File: src/rtl/flash_pkg.sv
package flash_pkg;

	// ----------------------------------------------------------
	// word and request sizes
	// ----------------------------------------------------------
	localparam int WORD_BITS     = 8;
	localparam int ADDR_WORDS    = 2;
	localparam int LEN_BITS      = 8;
	// bit counter inside a shifter
	localparam int BIT_CNT_BITS  = $clog2(WORD_BITS);
	// address word counter in the sequencer
	localparam int ADDR_CNT_BITS = $clog2(ADDR_WORDS + 1);

	typedef logic [WORD_BITS - 1 : 0]              flash_word_t;
	typedef logic [WORD_BITS * ADDR_WORDS - 1 : 0] flash_addr_t;
	typedef logic [LEN_BITS - 1 : 0]               flash_len_t;

	// ----------------------------------------------------------
	// flash command codes
	// ----------------------------------------------------------
	localparam flash_word_t CMD_WRITE_STATUS  = 8'h01;
	localparam flash_word_t CMD_WRITE         = 8'h02;
	localparam flash_word_t CMD_READ          = 8'h03;
	localparam flash_word_t CMD_WRITE_DISABLE = 8'h04;
	localparam flash_word_t CMD_READ_STATUS   = 8'h05;
	localparam flash_word_t CMD_WRITE_ENABLE  = 8'h06;

	// power-up phases, in serial_clk_raw cycles
	localparam int WAIT_INIT        = 16;
	localparam int WAIT_RESET       = 4;
	localparam int WAIT_AFTER_RESET = 8;
	// longest wait sets the counter width
	localparam int WAIT_BITS        = $clog2(WAIT_INIT + 1);

	typedef enum logic [3 : 0] {
		S_INIT, S_RESET, S_AFTER_RESET,
		S_IDLE, S_END,
		S_CMD, S_ADDR,
		S_STATUS_RD, S_STATUS_WR,
		S_RD_DATA, S_WR_DATA
	} flash_state_t;

	// status bits 7, 1, 0 survive, block protect bits 6..2 cleared
	localparam flash_word_t STATUS_KEEP_MASK = 8'b1000_0011;

	function automatic flash_word_t unlock_status(input flash_word_t status);
		return status & STATUS_KEEP_MASK;
	endfunction

endpackage

File: src/rtl/flash_shift_if.sv
`timescale 1ns/1ps

interface flash_shift_if
	import flash_pkg::*;
();
	// from the sequencer
	logic        start;
	flash_word_t word;

	// from the shifter
	logic        busy;
	logic        done;
	// received word, or echo of the sent word
	flash_word_t result;

	modport sequencer (output start, output word, input busy, input done, input result);

	modport out_shifter (input start, input word, output busy, output done, output result);

	modport in_shifter (input start, input word, output busy, output done, output result);

endinterface

File: src/rtl/flash_shift_out.sv
`timescale 1ns/1ps

module flash_shift_out
	import flash_pkg::*;
(
	input logic serial_clk_raw,
	input logic in_rst,
	flash_shift_if.out_shifter shift,
	output logic mosi
);

	logic busy_q;
	logic done_q;
	logic [BIT_CNT_BITS - 1 : 0] bit_cnt;
	flash_word_t sreg;
	// copy of the word in flight
	flash_word_t word_q;

	assign shift.busy   = busy_q;
	assign shift.done   = done_q;
	assign shift.result = word_q;

	// ----------------------------------------------------------
	// control, rising edge
	// ----------------------------------------------------------
	always_ff @(posedge serial_clk_raw or posedge in_rst) begin
		if (in_rst) begin
			busy_q  <= 1'b0;
			done_q  <= 1'b0;
			bit_cnt <= '0;
		end else begin
			done_q <= 1'b0;
			if (shift.start) begin
				busy_q  <= 1'b1;
				bit_cnt <= '0;
			end else if (busy_q) begin
				bit_cnt <= BIT_CNT_BITS'(bit_cnt + 1'b1);
				// last bit went out on the previous falling edge
				if (bit_cnt == BIT_CNT_BITS'(WORD_BITS - 1)) begin
					busy_q <= 1'b0;
					done_q <= 1'b1;
				end
			end
		end
	end

	// shift register, msb first
	always_ff @(posedge serial_clk_raw) begin
		if (shift.start) begin
			sreg   <= shift.word;
			word_q <= shift.word;
		end else if (busy_q) begin
			sreg <= sreg << 1;
		end
	end

	// bit presented on falling edge, flash samples on the next rising one
	always_ff @(negedge serial_clk_raw or posedge in_rst) begin
		if (in_rst) begin
			mosi <= 1'b0;
		end else begin
			mosi <= busy_q ? sreg[WORD_BITS - 1] : 1'b0;
		end
	end

	// the sequencer must wait for the word to finish
	a_no_start_busy: assert property (@(posedge serial_clk_raw) disable iff (in_rst)
		shift.start |-> !shift.busy)
		else $error("flash_shift_out: start while busy");

endmodule

File: src/rtl/flash_shift_in.sv
`timescale 1ns/1ps

module flash_shift_in
	import flash_pkg::*;
(
	input logic serial_clk_raw,
	input logic in_rst,
	flash_shift_if.in_shifter shift,
	input logic miso
);

	logic busy_q;
	logic done_q;
	logic [BIT_CNT_BITS - 1 : 0] bit_cnt;
	flash_word_t sreg;

	assign shift.busy   = busy_q;
	assign shift.done   = done_q;
	// valid together with done
	assign shift.result = sreg;

	// ----------------------------------------------------------
	// control
	// ----------------------------------------------------------
	always_ff @(posedge serial_clk_raw or posedge in_rst) begin
		if (in_rst) begin
			busy_q  <= 1'b0;
			done_q  <= 1'b0;
			bit_cnt <= '0;
		end else begin
			done_q <= 1'b0;
			if (shift.start) begin
				busy_q  <= 1'b1;
				bit_cnt <= '0;
			end else if (busy_q) begin
				bit_cnt <= BIT_CNT_BITS'(bit_cnt + 1'b1);
				if (bit_cnt == BIT_CNT_BITS'(WORD_BITS - 1)) begin
					busy_q <= 1'b0;
					done_q <= 1'b1;
				end
			end
		end
	end

	// sample miso on rising edges, msb arrives first
	always_ff @(posedge serial_clk_raw) begin
		if (shift.start) begin
			// preload, fully replaced after one word
			sreg <= shift.word;
		end else if (busy_q) begin
			sreg <= {sreg[WORD_BITS - 2 : 0], miso};
		end
	end

	a_done_after_busy: assert property (@(posedge serial_clk_raw) disable iff (in_rst)
		shift.done |-> $past(shift.busy))
		else $error("flash_shift_in: done without a word in progress");

endmodule

File: src/rtl/flash_cmd_seq.sv
`timescale 1ns/1ps

module flash_cmd_seq
	import flash_pkg::*;
(
	input  logic        serial_clk_raw,
	input  logic        in_rst,

	input  logic        req_valid,
	output logic        req_ready,
	input  logic        req_read,
	input  flash_addr_t req_addr,
	input  flash_len_t  req_len,

	input  logic        wr_valid,
	output logic        wr_ready,
	input  flash_word_t wr_data,

	output logic        rd_valid,
	input  logic        rd_ready,
	output flash_word_t rd_data,

	flash_shift_if.sequencer tx,
	flash_shift_if.sequencer rx,

	output logic        flash_rst_n,
	output logic        flash_clk_en,
	output logic        flash_cs_n,
	output logic        flash_wp_n
);

	flash_state_t state;
	flash_state_t init_next;
	logic [WAIT_BITS - 1 : 0] wait_cnt;
	logic [WAIT_BITS - 1 : 0] wait_last;

	// request registers
	flash_addr_t addr_sh;
	logic [ADDR_CNT_BITS - 1 : 0] addr_left;
	flash_len_t len_left;
	logic rd_q;

	// set until the status register has been unlocked once
	logic protect;
	flash_word_t status_q;

	logic tx_start_q;
	logic rx_start_q;
	flash_word_t tx_word_q;
	logic wp_low;

	assign tx.start = tx_start_q;
	assign tx.word  = tx_word_q;
	assign rx.start = rx_start_q;
	assign rx.word  = '0;

	assign req_ready    = (state == S_IDLE);
	assign flash_rst_n  = (state != S_RESET);
	// flash clock only runs while a word is on the bus
	assign flash_clk_en = tx.busy | rx.busy;
	assign flash_wp_n   = ~wp_low;

	// ----------------------------------------------------------
	// power-up wait lengths
	// ----------------------------------------------------------
	always_comb begin
		case (state)
			S_INIT: begin
				wait_last = WAIT_BITS'(WAIT_INIT - 1);
				init_next = S_RESET;
			end
			S_RESET: begin
				wait_last = WAIT_BITS'(WAIT_RESET - 1);
				init_next = S_AFTER_RESET;
			end
			default: begin
				wait_last = WAIT_BITS'(WAIT_AFTER_RESET - 1);
				init_next = S_IDLE;
			end
		endcase
	end

	// write protect released for status write and data write
	always_comb begin
		case (state)
			S_CMD:                  wp_low = (tx_word_q == CMD_WRITE_STATUS) ||
			                                 (tx_word_q == CMD_WRITE);
			S_ADDR:                 wp_low = !rd_q;
			S_STATUS_WR, S_WR_DATA: wp_low = 1'b1;
			default:                wp_low = 1'b0;
		endcase
	end

	// ----------------------------------------------------------
	// sequencer
	// ----------------------------------------------------------
	always_ff @(posedge serial_clk_raw or posedge in_rst) begin
		if (in_rst) begin
			state      <= S_INIT;
			wait_cnt   <= '0;
			addr_sh    <= '0;
			addr_left  <= '0;
			len_left   <= '0;
			rd_q       <= 1'b0;
			protect    <= 1'b1;
			status_q   <= '0;
			tx_start_q <= 1'b0;
			rx_start_q <= 1'b0;
			tx_word_q  <= '0;
			flash_cs_n <= 1'b1;
			wr_ready   <= 1'b0;
			rd_valid   <= 1'b0;
			rd_data    <= '0;
		end else begin
			// start is a single-cycle pulse
			tx_start_q <= 1'b0;
			rx_start_q <= 1'b0;

			case (state)
				S_INIT, S_RESET, S_AFTER_RESET: begin
					if (wait_cnt == wait_last) begin
						wait_cnt <= '0;
						state    <= init_next;
					end else begin
						wait_cnt <= WAIT_BITS'(wait_cnt + 1'b1);
					end
				end

				// accept a request, reads go straight to the command
				S_IDLE: begin
					if (req_valid) begin
						rd_q       <= req_read;
						addr_sh    <= req_addr;
						len_left   <= req_len;
						flash_cs_n <= 1'b0;
						tx_start_q <= 1'b1;
						tx_word_q  <= req_read ? CMD_READ : CMD_WRITE_ENABLE;
						state      <= S_CMD;
					end
				end

				// chip deselected between chained commands
				S_END: begin
					flash_cs_n <= 1'b0;
					tx_start_q <= 1'b1;
					state      <= S_CMD;
				end

				// next step depends on the command just sent
				S_CMD: begin
					if (tx.done) begin
						case (tx.result)
							CMD_WRITE_ENABLE, CMD_WRITE_DISABLE: begin
								flash_cs_n <= 1'b1;
								tx_word_q  <= protect ? CMD_READ_STATUS : CMD_WRITE;
								state      <= S_END;
							end
							CMD_READ_STATUS: begin
								rx_start_q <= 1'b1;
								state      <= S_STATUS_RD;
							end
							CMD_WRITE_STATUS: begin
								tx_start_q <= 1'b1;
								tx_word_q  <= unlock_status(status_q);
								state      <= S_STATUS_WR;
							end
							default: begin
								// read or write, address follows, high word first
								tx_start_q <= 1'b1;
								tx_word_q  <= addr_sh[$bits(flash_addr_t) - 1 -: WORD_BITS];
								addr_sh    <= addr_sh << WORD_BITS;
								addr_left  <= ADDR_CNT_BITS'(ADDR_WORDS - 1);
								state      <= S_ADDR;
							end
						endcase
					end
				end

				S_STATUS_RD: begin
					if (rx.done) begin
						status_q   <= rx.result;
						flash_cs_n <= 1'b1;
						tx_word_q  <= CMD_WRITE_STATUS;
						state      <= S_END;
					end
				end

				// after the unlock a fresh write enable is needed
				S_STATUS_WR: begin
					if (tx.done) begin
						protect    <= 1'b0;
						flash_cs_n <= 1'b1;
						tx_word_q  <= CMD_WRITE_ENABLE;
						state      <= S_END;
					end
				end

				S_ADDR: begin
					if (tx.done) begin
						if (addr_left != '0) begin
							tx_start_q <= 1'b1;
							tx_word_q  <= addr_sh[$bits(flash_addr_t) - 1 -: WORD_BITS];
							addr_sh    <= addr_sh << WORD_BITS;
							addr_left  <= ADDR_CNT_BITS'(addr_left - 1'b1);
						end else if (len_left == '0) begin
							// empty burst
							flash_cs_n <= 1'b1;
							state      <= S_IDLE;
						end else if (rd_q) begin
							rx_start_q <= 1'b1;
							state      <= S_RD_DATA;
						end else begin
							wr_ready <= 1'b1;
							state    <= S_WR_DATA;
						end
					end
				end

				// one word at a time, next starts only after the host took it
				S_RD_DATA: begin
					if (rx.done) begin
						rd_data  <= rx.result;
						rd_valid <= 1'b1;
						len_left <= LEN_BITS'(len_left - 1'b1);
					end
					if (rd_valid && rd_ready) begin
						rd_valid <= 1'b0;
						if (len_left != '0) begin
							rx_start_q <= 1'b1;
						end else begin
							flash_cs_n <= 1'b1;
							state      <= S_IDLE;
						end
					end
				end

				// clock stays stopped while the host has no data
				S_WR_DATA: begin
					if (wr_valid && wr_ready) begin
						wr_ready   <= 1'b0;
						tx_start_q <= 1'b1;
						tx_word_q  <= wr_data;
						len_left   <= LEN_BITS'(len_left - 1'b1);
					end
					if (tx.done) begin
						if (len_left != '0) begin
							wr_ready <= 1'b1;
						end else begin
							flash_cs_n <= 1'b1;
							state      <= S_IDLE;
						end
					end
				end

				default: begin
					state <= S_IDLE;
				end
			endcase
		end
	end

	// ----------------------------------------------------------
	// checks
	// ----------------------------------------------------------
	a_cs_init: assert property (@(posedge serial_clk_raw) disable iff (in_rst)
		(state inside {S_INIT, S_RESET, S_AFTER_RESET}) |-> flash_cs_n)
		else $error("flash_cmd_seq: chip select active during power-up");

	// both data lines share one gated clock
	a_one_shifter: assert property (@(posedge serial_clk_raw) disable iff (in_rst)
		!(tx.busy && rx.busy))
		else $error("flash_cmd_seq: both shifters busy");

endmodule

File: src/rtl/flash_serial.sv
`timescale 1ns/1ps

module flash_serial
	import flash_pkg::*;
(
	input  logic        serial_clk_raw,
	input  logic        in_rst,

	// host request
	input  logic        req_valid,
	output logic        req_ready,
	input  logic        req_read,
	input  flash_addr_t req_addr,
	input  flash_len_t  req_len,

	// host write data
	input  logic        wr_valid,
	output logic        wr_ready,
	input  flash_word_t wr_data,

	// host read data
	output logic        rd_valid,
	input  logic        rd_ready,
	output flash_word_t rd_data,

	// flash pins
	output logic        flash_rst_n,
	output logic        flash_clk,
	output logic        flash_cs_n,
	output logic        flash_wp_n,
	output logic        flash_mosi,
	input  logic        flash_miso
);

	logic flash_clk_en;
	logic clk_en_q;

	flash_shift_if tx_if ();
	flash_shift_if rx_if ();

	// ----------------------------------------------------------
	// gated flash clock
	// ----------------------------------------------------------
	// enable changes only while the raw clock is low, idles high
	always_ff @(negedge serial_clk_raw or posedge in_rst) begin
		if (in_rst) begin
			clk_en_q <= 1'b0;
		end else begin
			clk_en_q <= flash_clk_en;
		end
	end

	assign flash_clk = serial_clk_raw | ~clk_en_q;

	flash_cmd_seq u_cmd_seq (
		.serial_clk_raw (serial_clk_raw),
		.in_rst         (in_rst),
		.req_valid      (req_valid),
		.req_ready      (req_ready),
		.req_read       (req_read),
		.req_addr       (req_addr),
		.req_len        (req_len),
		.wr_valid       (wr_valid),
		.wr_ready       (wr_ready),
		.wr_data        (wr_data),
		.rd_valid       (rd_valid),
		.rd_ready       (rd_ready),
		.rd_data        (rd_data),
		.tx             (tx_if.sequencer),
		.rx             (rx_if.sequencer),
		.flash_rst_n    (flash_rst_n),
		.flash_clk_en   (flash_clk_en),
		.flash_cs_n     (flash_cs_n),
		.flash_wp_n     (flash_wp_n)
	);

	flash_shift_out u_shift_out (
		.serial_clk_raw (serial_clk_raw),
		.in_rst         (in_rst),
		.shift          (tx_if.out_shifter),
		.mosi           (flash_mosi)
	);

	flash_shift_in u_shift_in (
		.serial_clk_raw (serial_clk_raw),
		.in_rst         (in_rst),
		.shift          (rx_if.in_shifter),
		.miso           (flash_miso)
	);

endmodule

File: config.mk
export PLATFORM = sky130hd
export DESIGN_NAME = flash_serial
export DESIGN_NICKNAME = d
export VERILOG_FILES = /design/src/rtl/flash_pkg.sv /design/src/rtl/flash_shift_if.sv /design/src/rtl/flash_shift_out.sv /design/src/rtl/flash_shift_in.sv /design/src/rtl/flash_cmd_seq.sv /design/src/rtl/flash_serial.sv
export SDC_FILE = /design/constraint.sdc
export NUM_CORES = 1
export LEC_CHECK = 0
export BUFFER_PORTS_ARGS = -buffer_cell sky130_fd_sc_hd__buf_4
export CAP_MARGIN = 30
export CORE_UTILIZATION = 45
export DETAILED_ROUTE_END_ITERATION = 12
export PLACE_DENSITY_LB_ADDON = 0.12
export REMOVE_ABC_BUFFERS = 1
export SYNTH_ARGS = -nofsm -noshare
export SYNTH_HDL_FRONTEND = slang
export SYNTH_SLANG_ARGS = --single-unit
File: constraint.sdc
create_clock -name serial_clk_raw -period 2.3 [get_ports serial_clk_raw]
set_input_delay 0 -clock serial_clk_raw [delete_from_list [all_inputs] [get_ports serial_clk_raw]]
set_output_delay 0 -clock serial_clk_raw [all_outputs]
set_load 0.03 [all_outputs]
== Yosys cells after proc, flatten, opt, wreduce, memory -nomap -nowiden ==
Index checks and enable logic that the tools add are counted.

* $add $sub $neg: 5
* Multiply operators: 0
* Divide/modulo/power cells: 0
* $lt $le $gt $ge: 0
* Eq/ne operators: 38
* Shift operators: 0
* Mux-type cells: 100
* Bitwise logic cells: 4
* Reductions and logical operators: 34

{| class="wikitable"
|+ Operator list
! cell !! number
|-
| $mux W8 || 12
|-
| $mux W16 || 5
|-
| $pmux W16 S3 || 1
|-
| $pmux W8 S3 || 2
|-
| $pmux W8 S6 || 1
|-
| $mux W1 || 46
|-
| $mux W4 || 11
|-
| $pmux W4 S9 || 1
|-
| $eq A8 B3 Y1 const B || 3
|-
| $ne A2 B1 Y1 const B || 12
|-
| $mux W3 || 6
|-
| $reduce_and A9 Y1 || 2
|-
| $eq A4 B3 Y1 const B || 4
|-
| $eq A8 B1 Y1 const B || 2
|-
| $reduce_bool A8 Y1 || 2
|-
| $eq A4 B4 Y1 const B || 3
|-
| $ne A2 B2 Y1 const B || 6
|-
| $pmux W4 S3 || 1
|-
| $reduce_bool A2 Y1 || 6
|-
| $reduce_and A11 Y1 || 1
|-
| $mux W2 || 5
|-
| $reduce_and A2 Y1 || 5
|-
| $reduce_and A5 Y1 || 2
|-
| $eq A4 B2 Y1 const B || 2
|-
| other kinds (30) || 40
|}

* Register bits after elaboration: 102
* Bits in latches: 0
* Memory bits (writable): 0
* ROM bits: 0
* Bits of input ports: 39
* Output and inout port bits: 16
* Logic and storage cells: 207
* Memories kept: 0

== Depth between registers and ports, before layout ==
* Depth after elaboration: 5
* Mapped depth: 8
* Gate-level depth less buffers: 7

== By module ==
From an unflattened synthesis, not the netlist that was laid out.

* Cells, all modules: 509
* Area total of the unflattened synthesis: 5,183.7 sq um

{| class="wikitable"
|+ By module, submodules not included
! module !! instances !! cells an instance !! area each (sq um) !! seq. area each (sq um)
|-
| flash_cmd_seq || 1 || 422 || 3,721.1 || 1,529.0
|-
| flash_shift_out || 1 || 47 || 845.8 || 630.6
|-
| flash_shift_in || 1 || 37 || 581.8 || 365.4
|-
| flash_serial || 1 || 3 || 35.0 || 25.0
|}

==> summary.md <==
| Metric | Value |
|---|---|
| Post-synth top cells | dfrtp_1 (69), nor2_1 (46), nand2_1 (42) |
| Most common cell in the netlist | dfrtp_1 |
| Register area share after synthesis | 48.1% |
| Largest net degree at the start of global routing | 50 |
| Max-cap violations | 0 |
| Ys Warns | 0 |
| Unrepaired setup endpoints after global routing | false |
| Delay-heaviest family, CP | flip-flops |
| Final setup TNS | 0 ns |
| Via Count | 4,137 |
| DRT Pass-1 Iters | 7 |
| RePlAce Congestion | 0.929 |
| WL met1 | 5.68 mm |
| CTS tree | yes |
| IO Pins | between 50 and 60 |
| Pleak | about 3.0 nW |
| FP Rows | 38 |
| Initial antenna violation count | 0 |
| Max FO, Critical Path | 1 |
| Hold WC Path Type | in -> reg |
| Slew headroom | 46.2% |
| P&R area growth vs syn | 27.6% |
| Top cell type's share of synthesized area | 33.6% |
| Number of diodes | 0 |
| Clock Latency Late Sink | 0.48 ns |
| Yosys cell types | 74 |
| Worst Setup Start Kind | register |
| Critical path type | reg -> out |
| DRC | 0 |
| Status | finished, final reports clean |
| Post-Synthesis Cells | about 500 |
| Postcts setup bufs | 0 |
| Most used DFF post-synth | dfrtp_1 |
| GR Overflow Total | 0 |
| PwrDens | 999 nW/um2 |
| Mean Syn Cell Area | 10.4 um2 |
| First-pass GRT wire length | 20.3 mm |
| Die Width | approximately 110 um |
| Final hold violation count | 0 |
| Met2 WL | 5.71 mm |
| Total Routing Usage GR | a little under a quarter |
| Nets | 650 |
| Dominant cells by area after synthesis | dfrtp_1 (34%), edfxtp_1 (9.4%), mux2i_1 (6.2%) |
| CP Buf/Inv Count | 1 |
| Fin. max-slew vios | 0 |
| Routed WL | 12.4 mm |
| Worst vdd ir | a little under 0.5 mV |
| Antenna-violating nets left | 0 |
| Tot Pwr | 6.54 mW |
| Post-synth ARST share | 75.3% |
| PortBufs | between 50 and 60 |
| Share of post-route cells with drive strength above 1 | 25.5% |
| #FFs+latches synth | 97 |
| Post-Synthesis Cell Area | 5130 um2 |
| CP Cell Sequence | nand2b_1 > buf_6 |
| Vias/cell | 5.52 |
| Die span in y | 109 um |
| Critical path endpoint category | primary output |
| DP Wirelength | 8.64 mm |
| Vias in the first global route | 4,074 |
| Total die area | about 12,000 um2 |
| 1st-iter DRT viols | 274 |
| CP max stage cell | dfrtn_1 |
| Critical path arrival | 2.22 ns |
| Top Metal Used | met4 |
| Post-synth top area cell | dfrtp_1 |
| Crit path required time | 2.30 ns |
| CTS clock-pin slew for the worst setup and hold paths | 0.07 ns |
| Clock skew | approximately 0.021 ns |
| Core ar. | 11,000 um2 |
| WL/cell | 16.5 um |
| Slew @ Worst Pin | 0.807 ns |
| # setup viols final | 0 |
| Met3 Routed Length | 679 um |
| Starting Density | 46.7% |
| Slowest stage delay, CP | 0.39 ns |
| Post-synth EDFFs | 16 |
cells in the final DEF (no fill, tap or decap), types with 5 or more instances in the layout:
cell	instances
nor2b_1	5
and2_1	6
dlygate4sd3_1	36
mux2_1	6
a21oi_1	18
nand2_1	42
o21ai_0	25
edfxtp_1	16
buf_4	86
nand3_1	10
dfxtp_1	8
ha_1	7
nand2b_1	9
mux2_2	19
a32oi_1	5
nor3_1	9
a22o_1	5
mux2_4	7
nor4_1	5
dfrtp_1	67
nor2_1	46
mux2i_1	32
inv_1	26
clkbuf_16	12
kinds of logic after synthesis:
kind of cell,share of synthesized area (%)
simple gates,16.8
compound gates,13.5
flops,48.1
mux,13.8
buf+inv,5.05
xor+xnor,1.02
fa+ha+maj,1.71
repair_timing:
| item | in CTS | in global routing |
|---|---|---|
| endpoints found under the hold margin | 105 | 0 |
| hold buffers | 36 | 0 |
| resized for setup | 1 | 4 |
| endpoints found under the setup margin | 1 | 7 |
registers in the layout, summed over array words and instances, names as in the netlist, 2 cells and up:
register,cells
u_cmd_seq.wait_cnt,5
u_cmd_seq.addr_sh,16
u_cmd_seq.len_left,8
u_shift_out.shift.result,8
u_cmd_seq.rd_data,8
u_shift_in.bit_cnt,3
u_cmd_seq.addr_left,2
u_cmd_seq.state,4
u_cmd_seq.status_q,3
u_shift_in.shift.result,8
u_shift_out.bit_cnt,3
u_cmd_seq.tx.word,8
u_shift_out.sreg,8
where the power goes:
group          switching, mW  total [mW]  internal (mW)
Combinational           1.14        2.29           1.15
Sequential             0.324        2.49           2.17
Clock                  0.759        1.76          0.997
Total                   2.22        6.54           4.32
area by class of cell:
type                            count  area [um2]
Clock buffer                       14         315
Fill cell                         931        4430
Multi-Input combinational cell    342        2410
Tap cell                          140         175
Inverter                           27         101
Timing Repair Buffer              123        1030
Sequential cell                    97        2470
Clock inverter                      6        50.0
worst paths after layout:
| path | from | cells after the start | slack, ns | endpoint |
|---|---|---|---|---|
| min reg2reg | u_cmd_seq.addr_sh[11]$_DFFE_PP0P_ | 1 | 0.50 | u_cmd_seq.addr_sh[11]$_DFFE_PP0P_ |
| max in group asynchronous | in_rst | 3 | 1.19 | clk_en_q$_DFF_NP0_ |
| max reg2reg | u_cmd_seq.state[1]$_DFFE_PP0P_ | 6 | 0.13 | u_cmd_seq.len_left[7]$_DFFE_PP0P_ |
| min | req_read | 3 | 0.002 | u_cmd_seq.tx.word[2]$_DFFE_PP0P_ |
| max | clk_en_q$_DFF_NP0_ | 2 | 0.08 | flash_clk |
| min in group asynchronous | in_rst | 4 | 0.20 | u_shift_out.bit_cnt[1]$_DFFE_PP0P_ |
layer usage:
layer  up-vias  global-route usage, %
met4         0                   10.6
met2       140                   35.6
met3        23                   4.54
met5         -                      0
met1      1978                   30.0
li1       1996                      -
through the flow:
step           worst slack (ns)  std cells  hold slack [ns]  utilization [%]  area (um2)
2_1_floorplan            -0.588        466            0.134                -        4970
3_3_place_gp             0.0216        694            0.144             53.0        5820
3_5_place_dp             0.0475        694            0.152             53.0        5820
4_1_cts                  0.0498        749         0.000303             59.5        6540
5_1_grt                  0.0113        749          0.00192             59.6        6550
6_report                 0.0758        749          0.00202             59.6        6550
tightest hold or removal path, stage by stage:
cell and delay, ns:
buf_4 0.09, a32oi_1 0.07, mux2_4 0.26
Power figures use the tool's default switching activity.
